**src/cube_macros.svh**
```systemverilog
// shared constants for the cube design: 480p timing, framebuffer geometry and register map
// include wherever a size, a timing or a register address is needed
`ifndef CUBE_MACROS_SVH
`define CUBE_MACROS_SVH

`define H_ACTIVE 640
`define H_FP 16
`define H_SYNC 96
`define H_BP 48

`define V_ACTIVE 480
`define V_FP 10
`define V_SYNC 2
`define V_BP 33

`define FB_WIDTH 160
`define FB_HEIGHT 90
`define FB_SCALE 4

`define LB_TOP 60
`define LB_BOTTOM 420

`define CORDW 16
`define CIDXW 2
`define CHANW 4
`define EDGE_CNT 9

`define REG_CTRL 3'd0
`define REG_PAL0 3'd1
`define REG_PAL1 3'd2
`define REG_PAL2 3'd3
`define REG_PAL3 3'd4

`endif

```
**src/video_pkg.sv**
```systemverilog
// display-side types: screen coordinates, the sync bundle and 12-bit colours
// used by the timing generator, the framebuffer and the top level
`include "cube_macros.svh"

package video_pkg;

    // signed so the letterbox offset can go below zero
    typedef logic signed [`CORDW-1:0] coord_t;

    typedef struct packed {
        logic hsync;  // active low
        logic vsync;  // active low
        logic de;
    } sync_t;

    typedef struct packed {
        logic [`CHANW-1:0] red;
        logic [`CHANW-1:0] green;
        logic [`CHANW-1:0] blue;
    } rgb_t;

endpackage

```
**src/draw_pkg.sv**
```systemverilog
// drawing-side types: line endpoints and the host register word
// the register address decides which view of the word is decoded
`include "cube_macros.svh"

package draw_pkg;

    typedef struct packed {
        video_pkg::coord_t x0;
        video_pkg::coord_t y0;
        video_pkg::coord_t x1;
        video_pkg::coord_t y1;
    } line_t;

    typedef struct packed {
        logic              enable;      // start a run
        logic [`CIDXW-1:0] cidx;        // edge colour
        logic [7:0]        frame_wait;  // frames before drawing
        logic [4:0]        rsvd;
    } ctrl_word_t;

    typedef struct packed {
        logic [3:0]        rsvd;
        video_pkg::rgb_t   rgb;
    } pal_word_t;

    typedef union packed {
        ctrl_word_t ctrl_view;  // REG_CTRL
        pal_word_t  pal_view;   // REG_PAL0..REG_PAL3
    } reg_word_t;

endpackage

```
**src/draw_line.sv**
```systemverilog
// Bresenham line rasteriser, one pixel per cycle while oe is high
// endpoints are latched on start and the line is always drawn top-down
`timescale 1ns/1ps

module draw_line (
    input  logic               clk_pix,
    input  logic               arst_n,
    input  logic               start,
    input  logic               oe,
    input  draw_pkg::line_t    coords,
    output video_pkg::coord_t  x,
    output video_pkg::coord_t  y,
    output logic               drawing,
    output logic               done
);
    import video_pkg::*;

    localparam coord_t ONE = 1;

    typedef enum logic {IDLE, DRAW} state_t;
    state_t state;

    logic   swap, right, movx, movy;
    coord_t xa, ya, xb, yb;   // endpoints ordered top-down
    coord_t dx0, dy0;
    coord_t x_end, y_end;
    coord_t dx, dy, err, err2;

    always_comb begin
        swap = coords.y0 > coords.y1;
        xa   = swap ? coords.x1 : coords.x0;
        ya   = swap ? coords.y1 : coords.y0;
        xb   = swap ? coords.x0 : coords.x1;
        yb   = swap ? coords.y0 : coords.y1;
        dx0  = (xa < xb) ? xb - xa : xa - xb;
        dy0  = ya - yb;  // never positive
        err2 = err <<< 1;
        movx = err2 >= dy;
        movy = err2 <= dx;
    end

    assign drawing = (state == DRAW) && oe;  // low oe stalls the walk

    always_ff @(posedge clk_pix or negedge arst_n) begin
        if (!arst_n) begin
            state <= IDLE;
            done  <= 1'b0;
        end else begin
            done <= 1'b0;
            case (state)
                IDLE: if (start) state <= DRAW;
                DRAW: begin
                    if (oe && x == x_end && y == y_end) begin  // last pixel out
                        state <= IDLE;
                        done  <= 1'b1;
                    end
                end
                default: state <= IDLE;
            endcase
        end
    end

    always_ff @(posedge clk_pix) begin
        if (state == IDLE && start) begin
            x     <= xa;
            y     <= ya;
            x_end <= xb;
            y_end <= yb;
            right <= xa < xb;
            dx    <= dx0;
            dy    <= dy0;
            err   <= dx0 + dy0;
        end else if (drawing) begin
            if (movx) x <= right ? x + ONE : x - ONE;
            if (movy) y <= y + ONE;
            err <= err + (movx ? dy : '0) + (movy ? dx : '0);
        end
    end

endmodule

```
**config.mk**
```make
export PLATFORM = sky130hd
export DESIGN_NAME = draw_line
export DESIGN_NICKNAME = d
export VERILOG_FILES = /design/src/video_pkg.sv /design/src/draw_pkg.sv /design/src/draw_line.sv
export VERILOG_INCLUDE_DIRS = /design/src
export SDC_FILE = /design/constraint.sdc
export NUM_CORES = 1
export LEC_CHECK = 0
export BUFFER_PORTS_ARGS = -buffer_cell sky130_fd_sc_hd__buf_4
export CORE_AREA = 2 2 167 209
export CTS_BUF_LIST = sky130_fd_sc_hd__clkbuf_4 sky130_fd_sc_hd__clkbuf_8 sky130_fd_sc_hd__clkbuf_16
export DETAILED_ROUTE_END_ITERATION = 6
export DIE_AREA = 0 0 169 211
export GPL_TIMING_DRIVEN = 0
export HOLD_SLACK_MARGIN = 0.03
export PLACE_DENSITY_LB_ADDON = 0.12
export SLEW_MARGIN = 20
export SYNTH_ARGS = -nofsm -noshare
export SYNTH_HDL_FRONTEND = slang
export SYNTH_SLANG_ARGS = --single-unit
```
**constraint.sdc**
```tcl
create_clock -name clk_pix -period 12.15 [get_ports clk_pix]
set_input_delay 0.6075 -clock clk_pix [delete_from_list [all_inputs] [get_ports clk_pix]]
set_output_delay 0.6075 -clock clk_pix [all_outputs]
set_load 0.1 [all_outputs]
```
==> reports/metrics.yaml, run 1 <==
outcome: "finished clean"
pin_count: 102
ant_nets: 0
final.setup.tns_ns: 0
hp-class: "input pin to register"
yosys_warnings: 0
grt_remaining_overflow: 0
vias: 10780
synth.most_common_cell: "nand2_1"
clock_latency_ns: 0.44
r2r-end: "err[13]"
cp-endpoint: "err[14]"
synth_area_per_cell_um2: 8.355
reg2reg_depth: 27
slowest_delay_ns: 0.62
viasPerCell: 5.565
skew_ns: 0.01476
min_period_ns: 10.73
area_growth_syn_to_layout_pct: 15.77
fin_cells: 1937
finalWirelength_um: 42450
port_buffers: 86
fmax_mhz: 93.21
fillers: 3474
rsz0062_at_grt: "false"
nNetsFinal: 1675
die_w_um: 169
slew_headroom_pct: 38.71
dp_hpwl_um: 33910
drcViolationCount: 0
yosys-top-cells-area: "edfxtp_1, ha_1, xnor2_1"
core_mm2: 0.03359
drive_above_1_share_pct: 11.23
yosys.area.top_type_share_pct: 28.90
rrSetupSlack_ns: 5.63
grt_max_degree: 46
die-area_mm2: 0.03566
arrival_ns: 10.91
synthDistinctLibCells: 92
cp.required_ns: 12.33
async_flop_share_pct: 1.754
drv_cap: 0
path_clk_slew_ns: 0.06
antenna_found_initial: 0
first_iter_violations: 705
syn_inst: 1393
final.period_utilization_pct: 88.30
die_y_um: 211
wire_per_inst_um: 21.91
r2r-start: "err[1]"
synth_compound_area_share_pct: 20.32
grt_pass1_vias: 10770
netlist_area_mm2: 0.01164
synthFlopType: "edfxtp_1"
dp.cells: 1904
multi_input_area_mm2: 0.007606
regArea_mm2: 0.003413
synthMuxAreaShare_pct: 2.268
slew_violations: 0
dr.pass1.iters: 5
hold_viol_final: 0
root_buffer: "clkbuf_16"
critPathSlowestCell: "clkbuf_1"
syn_nets: 1567
grt_pass1_wl_um: 64450
synth_top_family_by_area: "compound AO/OA/AOI/OAI gates"
path_max_fanout: 10
post-cts-setup-buffers: 0
crit_path_end_kind: "register"
p_per_area_mw_per_mm2: 271.7
startpoint: "coords[15]"
start_util_pct: 34.64
synth_xor_area_share_pct: 9.428
diodes: 0
ctsResizeCount: 0
p_leak_nw: 5.514
numCtsBuffers: 17
synthAdderAreaFrac_pct: 14.07
setup.worst_path.class: "input pin to register"
worst_pin_slew_ns: 0.9194
yosysSeqAreaShare_pct: 29.33
tritoncts: "done"
synth-simple-area-share_pct: 19.23
cts.htree.levels: 4
synth_top_area_cell: "edfxtp_1"
cts_sinks: 114
ys_top_cells_by_count: "nand2_1, nor2_1, edfxtp_1"
min_path_cells: 3
cp-start-kind: "input pin"
rows: 75
setup_viol: 0
ir_drop_mv: 0.1595
cts_max_path_buffers: 2
synth-edff-count: 112
gp_congestion: 0.9024
grt.total_usage_pct: 24.10
ys_ff_latch: 114
[report_power, final]
| part | total, W | switching [W] | internal (W) |
|---|---|---|---|
| logic | 0.00239 | 0.00150 | 0.000889 |
| registers | 0.000748 | 0.000111 | 0.000636 |
| clock network | 0.000525 | 0.000217 | 0.000308 |
| total | 0.00366 | 0.00183 | 0.00183 |
[worst min path at each step]
stage,slack [ns],end,startpoint
2_1_floorplan,0.31,done,arst_n
3_3_place_gp,0.39,done,arst_n
3_5_place_dp,0.39,state,arst_n
4_1_cts,0.41,state,start
5_1_grt,0.42,state,start
6_report,0.41,state,start
[repair_timing]
action / 4_1_cts / 5_1_grt
hold buffers: 1 / 0
endpoints found under the hold margin: 2 / 0
endpoints found under the setup margin: 0 / 0
[stage by stage]
stage          setup slack [ns]  hold WS (ns)  instance area [um2]  total power, W  util (%)
2_1_floorplan             4.053        0.3119                11640        0.002533         -
3_3_place_gp              1.256        0.3904                12810        0.003120     38.14
3_5_place_dp              1.235        0.3912                12860        0.003133     38.29
6_report                  1.422        0.4123                13470        0.003661     40.11
5_1_grt                  0.9809        0.4179                13470        0.003952     40.11
4_1_cts                   1.660        0.4102                13470        0.003676     40.11
[critical path, delay by kind of cell]
family,cells,cell delay (ns)
buffers and inverters,10,3.52
adders and majority gates,3,1.14
xor gates and xnor gates,2,0.76
and+or+nand+nor,8,1.75
AOI/OAI and AO/OA,14,2.52
muxes,2,0.57
[kinds of logic after synthesis]
group | Yosys count
XOR/XNOR | 122
AND/OR/NAND/NOR | 482
adder cells (fa/ha/maj) | 124
buffers and inverters | 157
AO/OA/AOI/OAI | 370
flip-flops | 114
multiplexers | 24
[area by class of cell]
type | count | area share [%]
Multi-Input combinational cell | 1122 | 56.45
Sequential cell | 114 | 25.33
Timing Repair Buffer | 89 | 5.182
Tap cell | 423 | 3.928
Clock buffer | 17 | 3.157
Inverter | 98 | 2.730
Buffer | 59 | 1.922
Clock inverter | 15 | 1.300
[registers in the layout, indices dropped and copies added, names as in the netlist]
name,flops
x_end,16
dx,16
y_end,16
dy,16
y,16
done,1
err,15
x,16
right,1
state,1
[layout by cell type (no fill, tap or decap), types with 8 or more instances in the layout]
master       n
xnor2_1     95
maj3_1      15
buf_2        8
o21bai_1     9
xor2_1      24
nor2b_1     18
inv_1       93
or3_1       12
nor2_1     137
nand2b_1    24
nor3_1      18
and3_1      10
o211ai_1    10
nand4_1     16
a21oi_1     84
a21o_1      22
buf_4       88
mux2i_1     16
clkbuf_16   17
a211oi_1    15
edfxtp_1   112
fa_1        17
ha_1        89
and2_1      18
o21a_1      10
nand3_1     28
nand2_1    175
o21ai_1     12
a31oi_1     38
clkbuf_1    38
o21ai_0     94
[per-layer routing]
metal / wire (um) / track usage [%] / share of wire (%) / up-vias
met5: 0 / 0 / 0 / -
met4: 1554 / 9.608 / 3.7 / 0
met3: 1885 / 2.904 / 4.4 / 73
met2: 20750 / 41.78 / 49 / 322
met1: 18260 / 30.52 / 43 / 5164
li1: - / - / - / 5220
No activity file was read; power rests on OpenSTA's default activity.
==> run 2: changes to the inputs <==
--- a/config.mk
+++ b/config.mk
@@ -6,11 +6,12 @@
 export SDC_FILE = /design/constraint.sdc
 export NUM_CORES = 1
 export LEC_CHECK = 0
+export ABC_AREA = 1
 export BUFFER_PORTS_ARGS = -buffer_cell sky130_fd_sc_hd__buf_4
-export CORE_AREA = 2 2 167 209
+export CORE_AREA = 2 2 164 206
 export CTS_BUF_LIST = sky130_fd_sc_hd__clkbuf_4 sky130_fd_sc_hd__clkbuf_8 sky130_fd_sc_hd__clkbuf_16
 export DETAILED_ROUTE_END_ITERATION = 6
-export DIE_AREA = 0 0 169 211
+export DIE_AREA = 0 0 166 208
 export GPL_TIMING_DRIVEN = 0
 export HOLD_SLACK_MARGIN = 0.03
 export PLACE_DENSITY_LB_ADDON = 0.12
@@ -18,3 +19,4 @@
 export SYNTH_ARGS = -nofsm -noshare
 export SYNTH_HDL_FRONTEND = slang
 export SYNTH_SLANG_ARGS = --single-unit
+export TNS_END_PERCENT = 100
==> reports/metrics.yaml, run 2 <==
crit_path_end_kind: "register"  # unchanged
wire_per_inst_um: 18.20  # was 21.91 um
drive_above_1_share_pct: 12.78  # was 11.23%
synthAdderAreaFrac_pct: 12.92  # was 14.07%
setup.worst_path.class: "register to register"  # was input pin to register
cts_hold_buf: 1  # unchanged
gp_congestion: 0.9358  # was 0.9024
die_y_um: 208  # was 211 um
slowest_delay_ns: 0.71  # was 0.62 ns
first_iter_violations: 810  # was 705
ys_top_cells_by_count: "nand2_1, inv_1, o21ai_0"  # was nand2_1, nor2_1, edfxtp_1
ir_drop_mv: 0.2167  # was 0.1595 mV
cp-start-kind: "register"  # was input pin
p_comb_share_pct: 63.1  # was 65.2%
synth.most_common_cell: "nand2_1"  # unchanged
dp_hpwl_um: 31450  # was 33910 um
die-area_mm2: 0.03453  # was 0.03566 mm2
final.period_utilization_pct: 54.37  # was 88.30%
rrSetupSlack_ns: 5.54  # was 5.63 ns
min_period_ns: 6.606  # was 10.73 ns
synth_xor_area_share_pct: 5.683  # was 9.428%
synth_compound_area_share_pct: 15.10  # was 20.32%
fmax_mhz: 151.4  # was 93.21 MHz
antenna_found_initial: 0  # unchanged
arrival_ns: 6.79  # was 10.91 ns
grt_remaining_overflow: 0  # unchanged
finalWorstSetupSlack_ns: 5.544  # was 1.422 ns
yosys-top-cells-area: "edfxtp_1, nand2_1, ha_1"  # was edfxtp_1, ha_1, xnor2_1
grt_max_degree: 50  # was 46
vias: 10540  # was 10780
placed_area_mm2: 0.01258  # was 0.01286 mm2
root_buffer: "clkbuf_16"  # unchanged
core_mm2: 0.03250  # was 0.03359 mm2
drv_cap: 0  # unchanged
setup_viol: 0  # unchanged
netlist_area_mm2: 0.01125  # was 0.01164 mm2
final.setup.tns_ns: 0  # unchanged
path_clk_slew_ns: 0.06  # about the same
pin_count: 102  # unchanged
hp-class: "input pin to register"  # unchanged
yosys.area.top_type_share_pct: 29.90  # was 28.90%
final_cell_mix: "nand2_1, inv_1, o21ai_0, edfxtp_1, buf_4"  # was nand2_1, nor2_1, edfxtp_1, xnor2_1, o21ai_0
numCtsBuffers: 17  # unchanged
nNetsFinal: 1835  # was 1675
power_frac_seq_pct: 21.5  # was 20.4%
p_per_area_mw_per_mm2: 244.8  # was 271.7 mW/mm2
r2r-end: "err[14]"  # was err[13]
syn_inst: 1538  # was 1393
area_growth_syn_to_layout_pct: 16.98  # was 15.77%
cts_max_path_buffers: 2  # unchanged
r2r-start: "err[4]"  # was err[1]
grt_pass1_wl_um: 58490  # was 64450 um
synth-simple-area-share_pct: 24.47  # was 19.23%
intPower_w: 0.001555  # was 0.001833 W
p_leak_nw: 6.422  # was 5.514 nW
cts_sinks: 114  # unchanged
grt_pass1_vias: 10220  # was 10770
post-cts-setup-buffers: 0  # unchanged
critPathTopFamily: "simple AND/OR/NAND/NOR gates"  # was buffers and inverters
synthFlopType: "edfxtp_1"  # unchanged
swShare_pct: 51.73  # was 49.91%
fin_area_mm2: 0.01316  # was 0.01347 mm2
finalWirelength_um: 38070  # was 42450 um
cp.required_ns: 12.34  # was 12.33 ns
mostFrequentLayoutCell: "nand2_1"  # unchanged
diodes: 0  # unchanged
synthDistinctLibCells: 59  # was 92
multi_input_area_mm2: 0.006590  # was 0.007606 mm2
min_path_cells: 3  # unchanged
path_max_fanout: 10  # unchanged
grt.total_usage_pct: 22.20  # was 24.10%
worst_pin_slew_ns: 1.066  # was 0.9194 ns
hold_viol_final: 0  # unchanged
p_switching_w: 0.001667  # was 0.001827 W
slew_violations: 0  # unchanged
synth-edff-count: 112  # unchanged
reg2reg_depth: 27  # unchanged
viasPerCell: 5.038  # was 5.565
crit_cells: 27  # was 39
pre_cts_ws_ns: 5.346  # was 1.235 ns
port_buffers: 101  # was 86
yosysSeqAreaShare_pct: 30.34  # was 29.33%
synth_top_area_cell: "edfxtp_1"  # unchanged
skew_ns: 0.009449  # was 0.01476 ns
rows: 74  # was 75
clkPwrFrac_pct: 15.3  # was 14.3%
yosys_warnings: 0  # unchanged
fin_cells: 2092  # was 1937
dp.cells: 2059  # was 1904
cts.htree.levels: 4  # unchanged
ctsResizeCount: 0  # unchanged
start_util_pct: 34.62  # was 34.64%
cp.buffers_inverters: 3  # was 10
async_flop_share_pct: 1.754  # unchanged
ys_ff_latch: 114  # unchanged
path_common_cell: "nand2_1"
die_w_um: 166  # was 169 um
fillers: 3440  # was 3474
rsz0062_at_grt: "false"  # unchanged
hold_end: "state"  # unchanged
critPathSlowestCell: "clkbuf_1"  # unchanged
syn_nets: 1712  # was 1567
dr.pass1.iters: 5  # unchanged
synth_area_per_cell_um2: 7.314  # was 8.355 um2
synth_top_family_by_area: "simple AND/OR/NAND/NOR gates"  # was compound AO/OA/AOI/OAI gates
regArea_mm2: 0.003413  # unchanged
hp-start: "start"  # unchanged
synthMuxAreaShare_pct: 0.3670  # was 2.268%
outcome: "finished clean"  # unchanged
hold_slack_ns: 0.4192  # was 0.4123 ns
clock_latency_ns: 0.44  # about the same
ant_nets: 0  # unchanged
drcViolationCount: 0  # unchanged
slew_headroom_pct: 28.91  # was 38.71%
tritoncts: "done"  # unchanged
[run 2: routing by layer]
metal  part of all wire (%)  GRT usage, %
met2                     50         39.68
met3                    4.4         3.082
met4                    2.6         7.316
met5                      0             0
met1                     43         27.44
[run 2: power by group through the flow]
stage / clock network, W / registers (W) / logic, W
2_1_floorplan: 0 / 0.000956 / 0.00123
3_3_place_gp: 0 / 0.000706 / 0.00200
3_5_place_dp: 0 / 0.000703 / 0.00203
4_1_cts: 0.000504 / 0.000696 / 0.00204
5_1_grt: 0.000522 / 0.000706 / 0.00228
6_report: 0.000494 / 0.000693 / 0.00203
[run 2: worst reg2reg max path, cell delays in order, from the launching register on]
cell,delay (ns)
edfxtp_1,0.46
ha_1,0.33
nand4_1,0.17
a21oi_1,0.10
o31ai_1,0.46
o2111ai_1,0.21
or2_2,0.30
nand3_1,0.43
clkbuf_1,0.72
nand2_1,0.17
fa_1,0.41
inv_1,0.07
ha_1,0.16
nand3_1,0.07
and2_1,0.18
o21ai_0,0.33
a21oi_1,0.16
o21ai_0,0.32
inv_1,0.06
o21ai_0,0.31
nand3_1,0.12
nand2_1,0.13
nand2_1,0.06
nand2_1,0.06
a21oi_1,0.13
or2_2,0.32
nand3_1,0.07
nand2_1,0.06
[run 2: worst max path at each step]
stage                     endpoint  slack, ns       start
after floorplan            err[13]       6.88   coords[7]
after global placement     err[13]       5.39   coords[3]
after detailed placement    err[9]       5.35  coords[13]
after CTS                  err[14]       5.41      err[2]
after global routing       err[14]       5.03      err[2]
final                      err[14]       5.54      err[4]
[run 2: stage by stage]
step                      utilization, %  total power, W
final                              40.49        0.003222
after global routing               40.49        0.003507
after CTS                          40.49        0.003241
after detailed placement           38.71        0.002732
after global placement             38.56        0.002711
after floorplan                        -        0.002181
[run 2: layout make-up]
| cell class | count | area share (%) |
|---|---|---|
| multi-input cells | 1114 | 50.08 |
| flip-flops and latches | 114 | 25.94 |
| inverters | 282 | 8.043 |
| repair buffers | 104 | 6.161 |
| well taps | 418 | 3.974 |
| clock buffers | 19 | 3.347 |
| plain buffers | 28 | 1.474 |
| clock inverters | 13 | 0.9888 |
[run 2: logic make-up (layout without fill, tap and decap cells)]
| family | Yosys count | in the layout |
|---|---|---|
| mux | 4 | 4 |
| flops | 114 | 114 |
| compound gates | 300 | 300 |
| simple gates | 634 | 634 |
| xor+xnor | 70 | 70 |
| buf+inv | 310 | 446 |
| fa+ha+maj | 106 | 106 |
==> run 3: changes to the inputs <==
--- a/config.mk
+++ b/config.mk
@@ -6,12 +6,12 @@
 export SDC_FILE = /design/constraint.sdc
 export NUM_CORES = 1
 export LEC_CHECK = 0
-export ABC_AREA = 1
+export ABC_AREA = 0
 export BUFFER_PORTS_ARGS = -buffer_cell sky130_fd_sc_hd__buf_4
-export CORE_AREA = 2 2 164 206
+export CORE_AREA = 2 2 167 209
 export CTS_BUF_LIST = sky130_fd_sc_hd__clkbuf_4 sky130_fd_sc_hd__clkbuf_8 sky130_fd_sc_hd__clkbuf_16
 export DETAILED_ROUTE_END_ITERATION = 6
-export DIE_AREA = 0 0 166 208
+export DIE_AREA = 0 0 169 211
 export GPL_TIMING_DRIVEN = 0
 export HOLD_SLACK_MARGIN = 0.03
 export PLACE_DENSITY_LB_ADDON = 0.12
==> constraint.sdc (replaced) <==
create_clock -name clk_pix -period 6 [get_ports clk_pix]
set_input_delay 0.3 -clock clk_pix [delete_from_list [all_inputs] [get_ports clk_pix]]
set_output_delay 0.3 -clock clk_pix [all_outputs]
set_load 0.1 [all_outputs]
==> reports/metrics.yaml, run 3 (same netlist as run 1, synthesis figures left out) <==
cp-start-kind: "input pin"  # was register
nNetsFinal: 1745  # was 1835
drv_cap: 0  # unchanged
cts.htree.levels: 4  # unchanged
finalWorstSetupSlack_ns: -0.2535  # was 5.544 ns
worst_pin_slew_ns: 0.9101  # was 1.066 ns
violations: "setup timing"
mostFrequentLayoutCell: "nand2_1"  # unchanged
setup_viol: 8  # was 0
die_w_um: 169  # was 166 um
hold_viol_final: 0  # unchanged
gp_congestion: 0.8948  # was 0.9358
numCtsBuffers: 17  # unchanged
rrSetupSlack_ns: 0.11  # was 5.54 ns
hp-class: "input pin to register"  # unchanged
slew_headroom_pct: 39.33  # was 28.91%
final.setup.tns_ns: -1.107  # was 0 ns
viasPerCell: 5.614  # was 5.038
cts_max_path_buffers: 2  # unchanged
arrival_ns: 6.43  # was 6.79 ns
pin_count: 102  # unchanged
grt_pass1_vias: 11100  # was 10220
p_leak_nw: 6.035  # was 6.422 nW
min_period_ns: 6.254
cp.required_ns: 6.18  # was 12.34 ns
root_buffer: "clkbuf_16"  # unchanged
diodes: 0  # unchanged
tritoncts: "done"  # unchanged
area_growth_syn_to_layout_pct: 28.29  # was 16.98%
dp_hpwl_um: 34780  # was 31450 um
critPathSlowestCell: "or4_4"  # was clkbuf_1
ir_drop_mv: 0.4055  # was 0.2167 mV
grt_max_degree: 48  # was 50
die_y_um: 211  # was 208 um
core_mm2: 0.03359  # was 0.03250 mm2
slew_violations: 0  # unchanged
path_clk_slew_ns: 0.06  # about the same
finalPower_w: 0.007938  # was 0.003222 W
port_buffers: 86  # was 101
regArea_mm2: 0.003413  # unchanged
grt.total_usage_pct: 25.72  # was 22.20%
crit_path_end_kind: "register"  # unchanged
first_iter_violations: 862  # was 810
die-area_mm2: 0.03566  # was 0.03453 mm2
final.period_utilization_pct: 104.2
drive_above_1_share_pct: 21.54  # was 12.78%
fmax_mhz: 159.9
clock_latency_ns: 0.43  # was 0.44 ns
start_util_pct: 34.64  # was 34.62%
setup.worst_path.class: "input pin to register"  # was register to register
antenna_found_initial: 3  # was 0
ant_nets: 0  # unchanged
p_per_area_mw_per_mm2: 531.6  # was 244.8 mW/mm2
fillers: 3346  # was 3440
drcViolationCount: 0  # unchanged
finalWirelength_um: 45400  # was 38070 um
rsz0062_at_grt: "true"  # was false
grt_pass1_wl_um: 67920  # was 58490 um
outcome: "finished, violations left"  # was finished clean
dr.pass1.iters: 5  # unchanged
postLayoutCoreUtil_pct: 44.45  # was 40.49%
wire_per_inst_um: 22.63  # was 18.20 um
grt_remaining_overflow: 0  # unchanged
skew_ns: 0.009920  # was 0.009449 ns
multi_input_area_mm2: 0.008263  # was 0.006590 mm2
slowest_delay_ns: 0.57  # was 0.71 ns
vias: 11260  # was 10540
path_max_fanout: 10  # unchanged
cts_sinks: 114  # unchanged
final_cell_mix: "nand2_1, buf_4, nor2_1, edfxtp_1, xnor2_1"  # was nand2_1, inv_1, o21ai_0, edfxtp_1, buf_4
rows: 75  # was 74
## run 3: cell count changes in the layout (fill, tap and decap cells not counted), sizes merged, moves of 24 or more
cell,previous run,this run
a31oi,5,38
buf,121,180
clkbuf,29,54
inv,285,98
nand2,422,176
nand2b,0,24
nand3,75,28
nor2,77,139
o21ai,151,108
xnor2,10,97
xor2,60,24
## run 3: stage by stage
| step | setup slack, ns | cells | instance area (um2) | hold slack [ns] |
|---|---|---|---|---|
| detailed placement | -2.675 | 1904 | 13130 | 0.08769 |
| CTS | -0.2469 | 1992 | 14610 | 0.1289 |
| finish | -0.2535 | 2006 | 14930 | 0.1311 |
| global placement | -2.641 | 1902 | 13080 | 0.08353 |
| floorplan | -0.4562 | 1393 | 11910 | 0.004409 |
| global route | -0.4817 | 2006 | 14930 | 0.1331 |
## run 3: report_power, final
| part | internal, W | total (W) | leakage, nW | switching [W] |
|---|---|---|---|---|
| sequential | 0.00129 | 0.00154 | 1.05 | 0.000246 |
| clock | 0.000570 | 0.000991 | 0.254 | 0.000421 |
| combinational | 0.00216 | 0.00541 | 4.73 | 0.00325 |
## run 3: final timing paths
check / cells past startpoint / from / end
min reg2reg: 2 / state / state
max reg2reg: 27 / err[1] / err[14]
min in group asynchronous: 2 / arst_n / done
min: 3 / start / state
max in group asynchronous: 2 / arst_n / state
max: 36 / coords[14] / err[14]
## run 3: per-layer routing
metal / vias up / GRT usage (%) / share of wire, %
li1: 5345 / - / -
met1: 5403 / 32.53 / 41
met2: 419 / 43.22 / 48
met3: 93 / 4.310 / 6.5
met4: 2 / 11.32 / 4.4
met5: - / 0 / 0.033
## run 3: cell type report
type                       count  area share, %
buffer                        52          2.707
clock inverter                14         0.8882
clock buffer                  17          2.849
tap                          423          3.545
timing repair buffer         166          9.150
inverter                      98          2.665
multi-input combinational   1122          55.34
sequential                   114          22.86
## run 3: worst max-delay path: cells and delay by family
family	cells	cell delay, ns
and+or+nand+nor	7	1.19
AOI/OAI and AO/OA	13	2.19
buffers and inverters	9	1.24
xor gates and xnor gates	2	0.38
adders and majority gates	3	0.73
muxes	2	0.35
## run 3: what timing repair did
action,CTS,global route
endpoints found under the hold margin,2,0
gates cloned,1,0
resized for setup,94,58
hold buffers,1,0
pin swaps,49,39
endpoints found under the setup margin,18,12
setup buffers,60,18
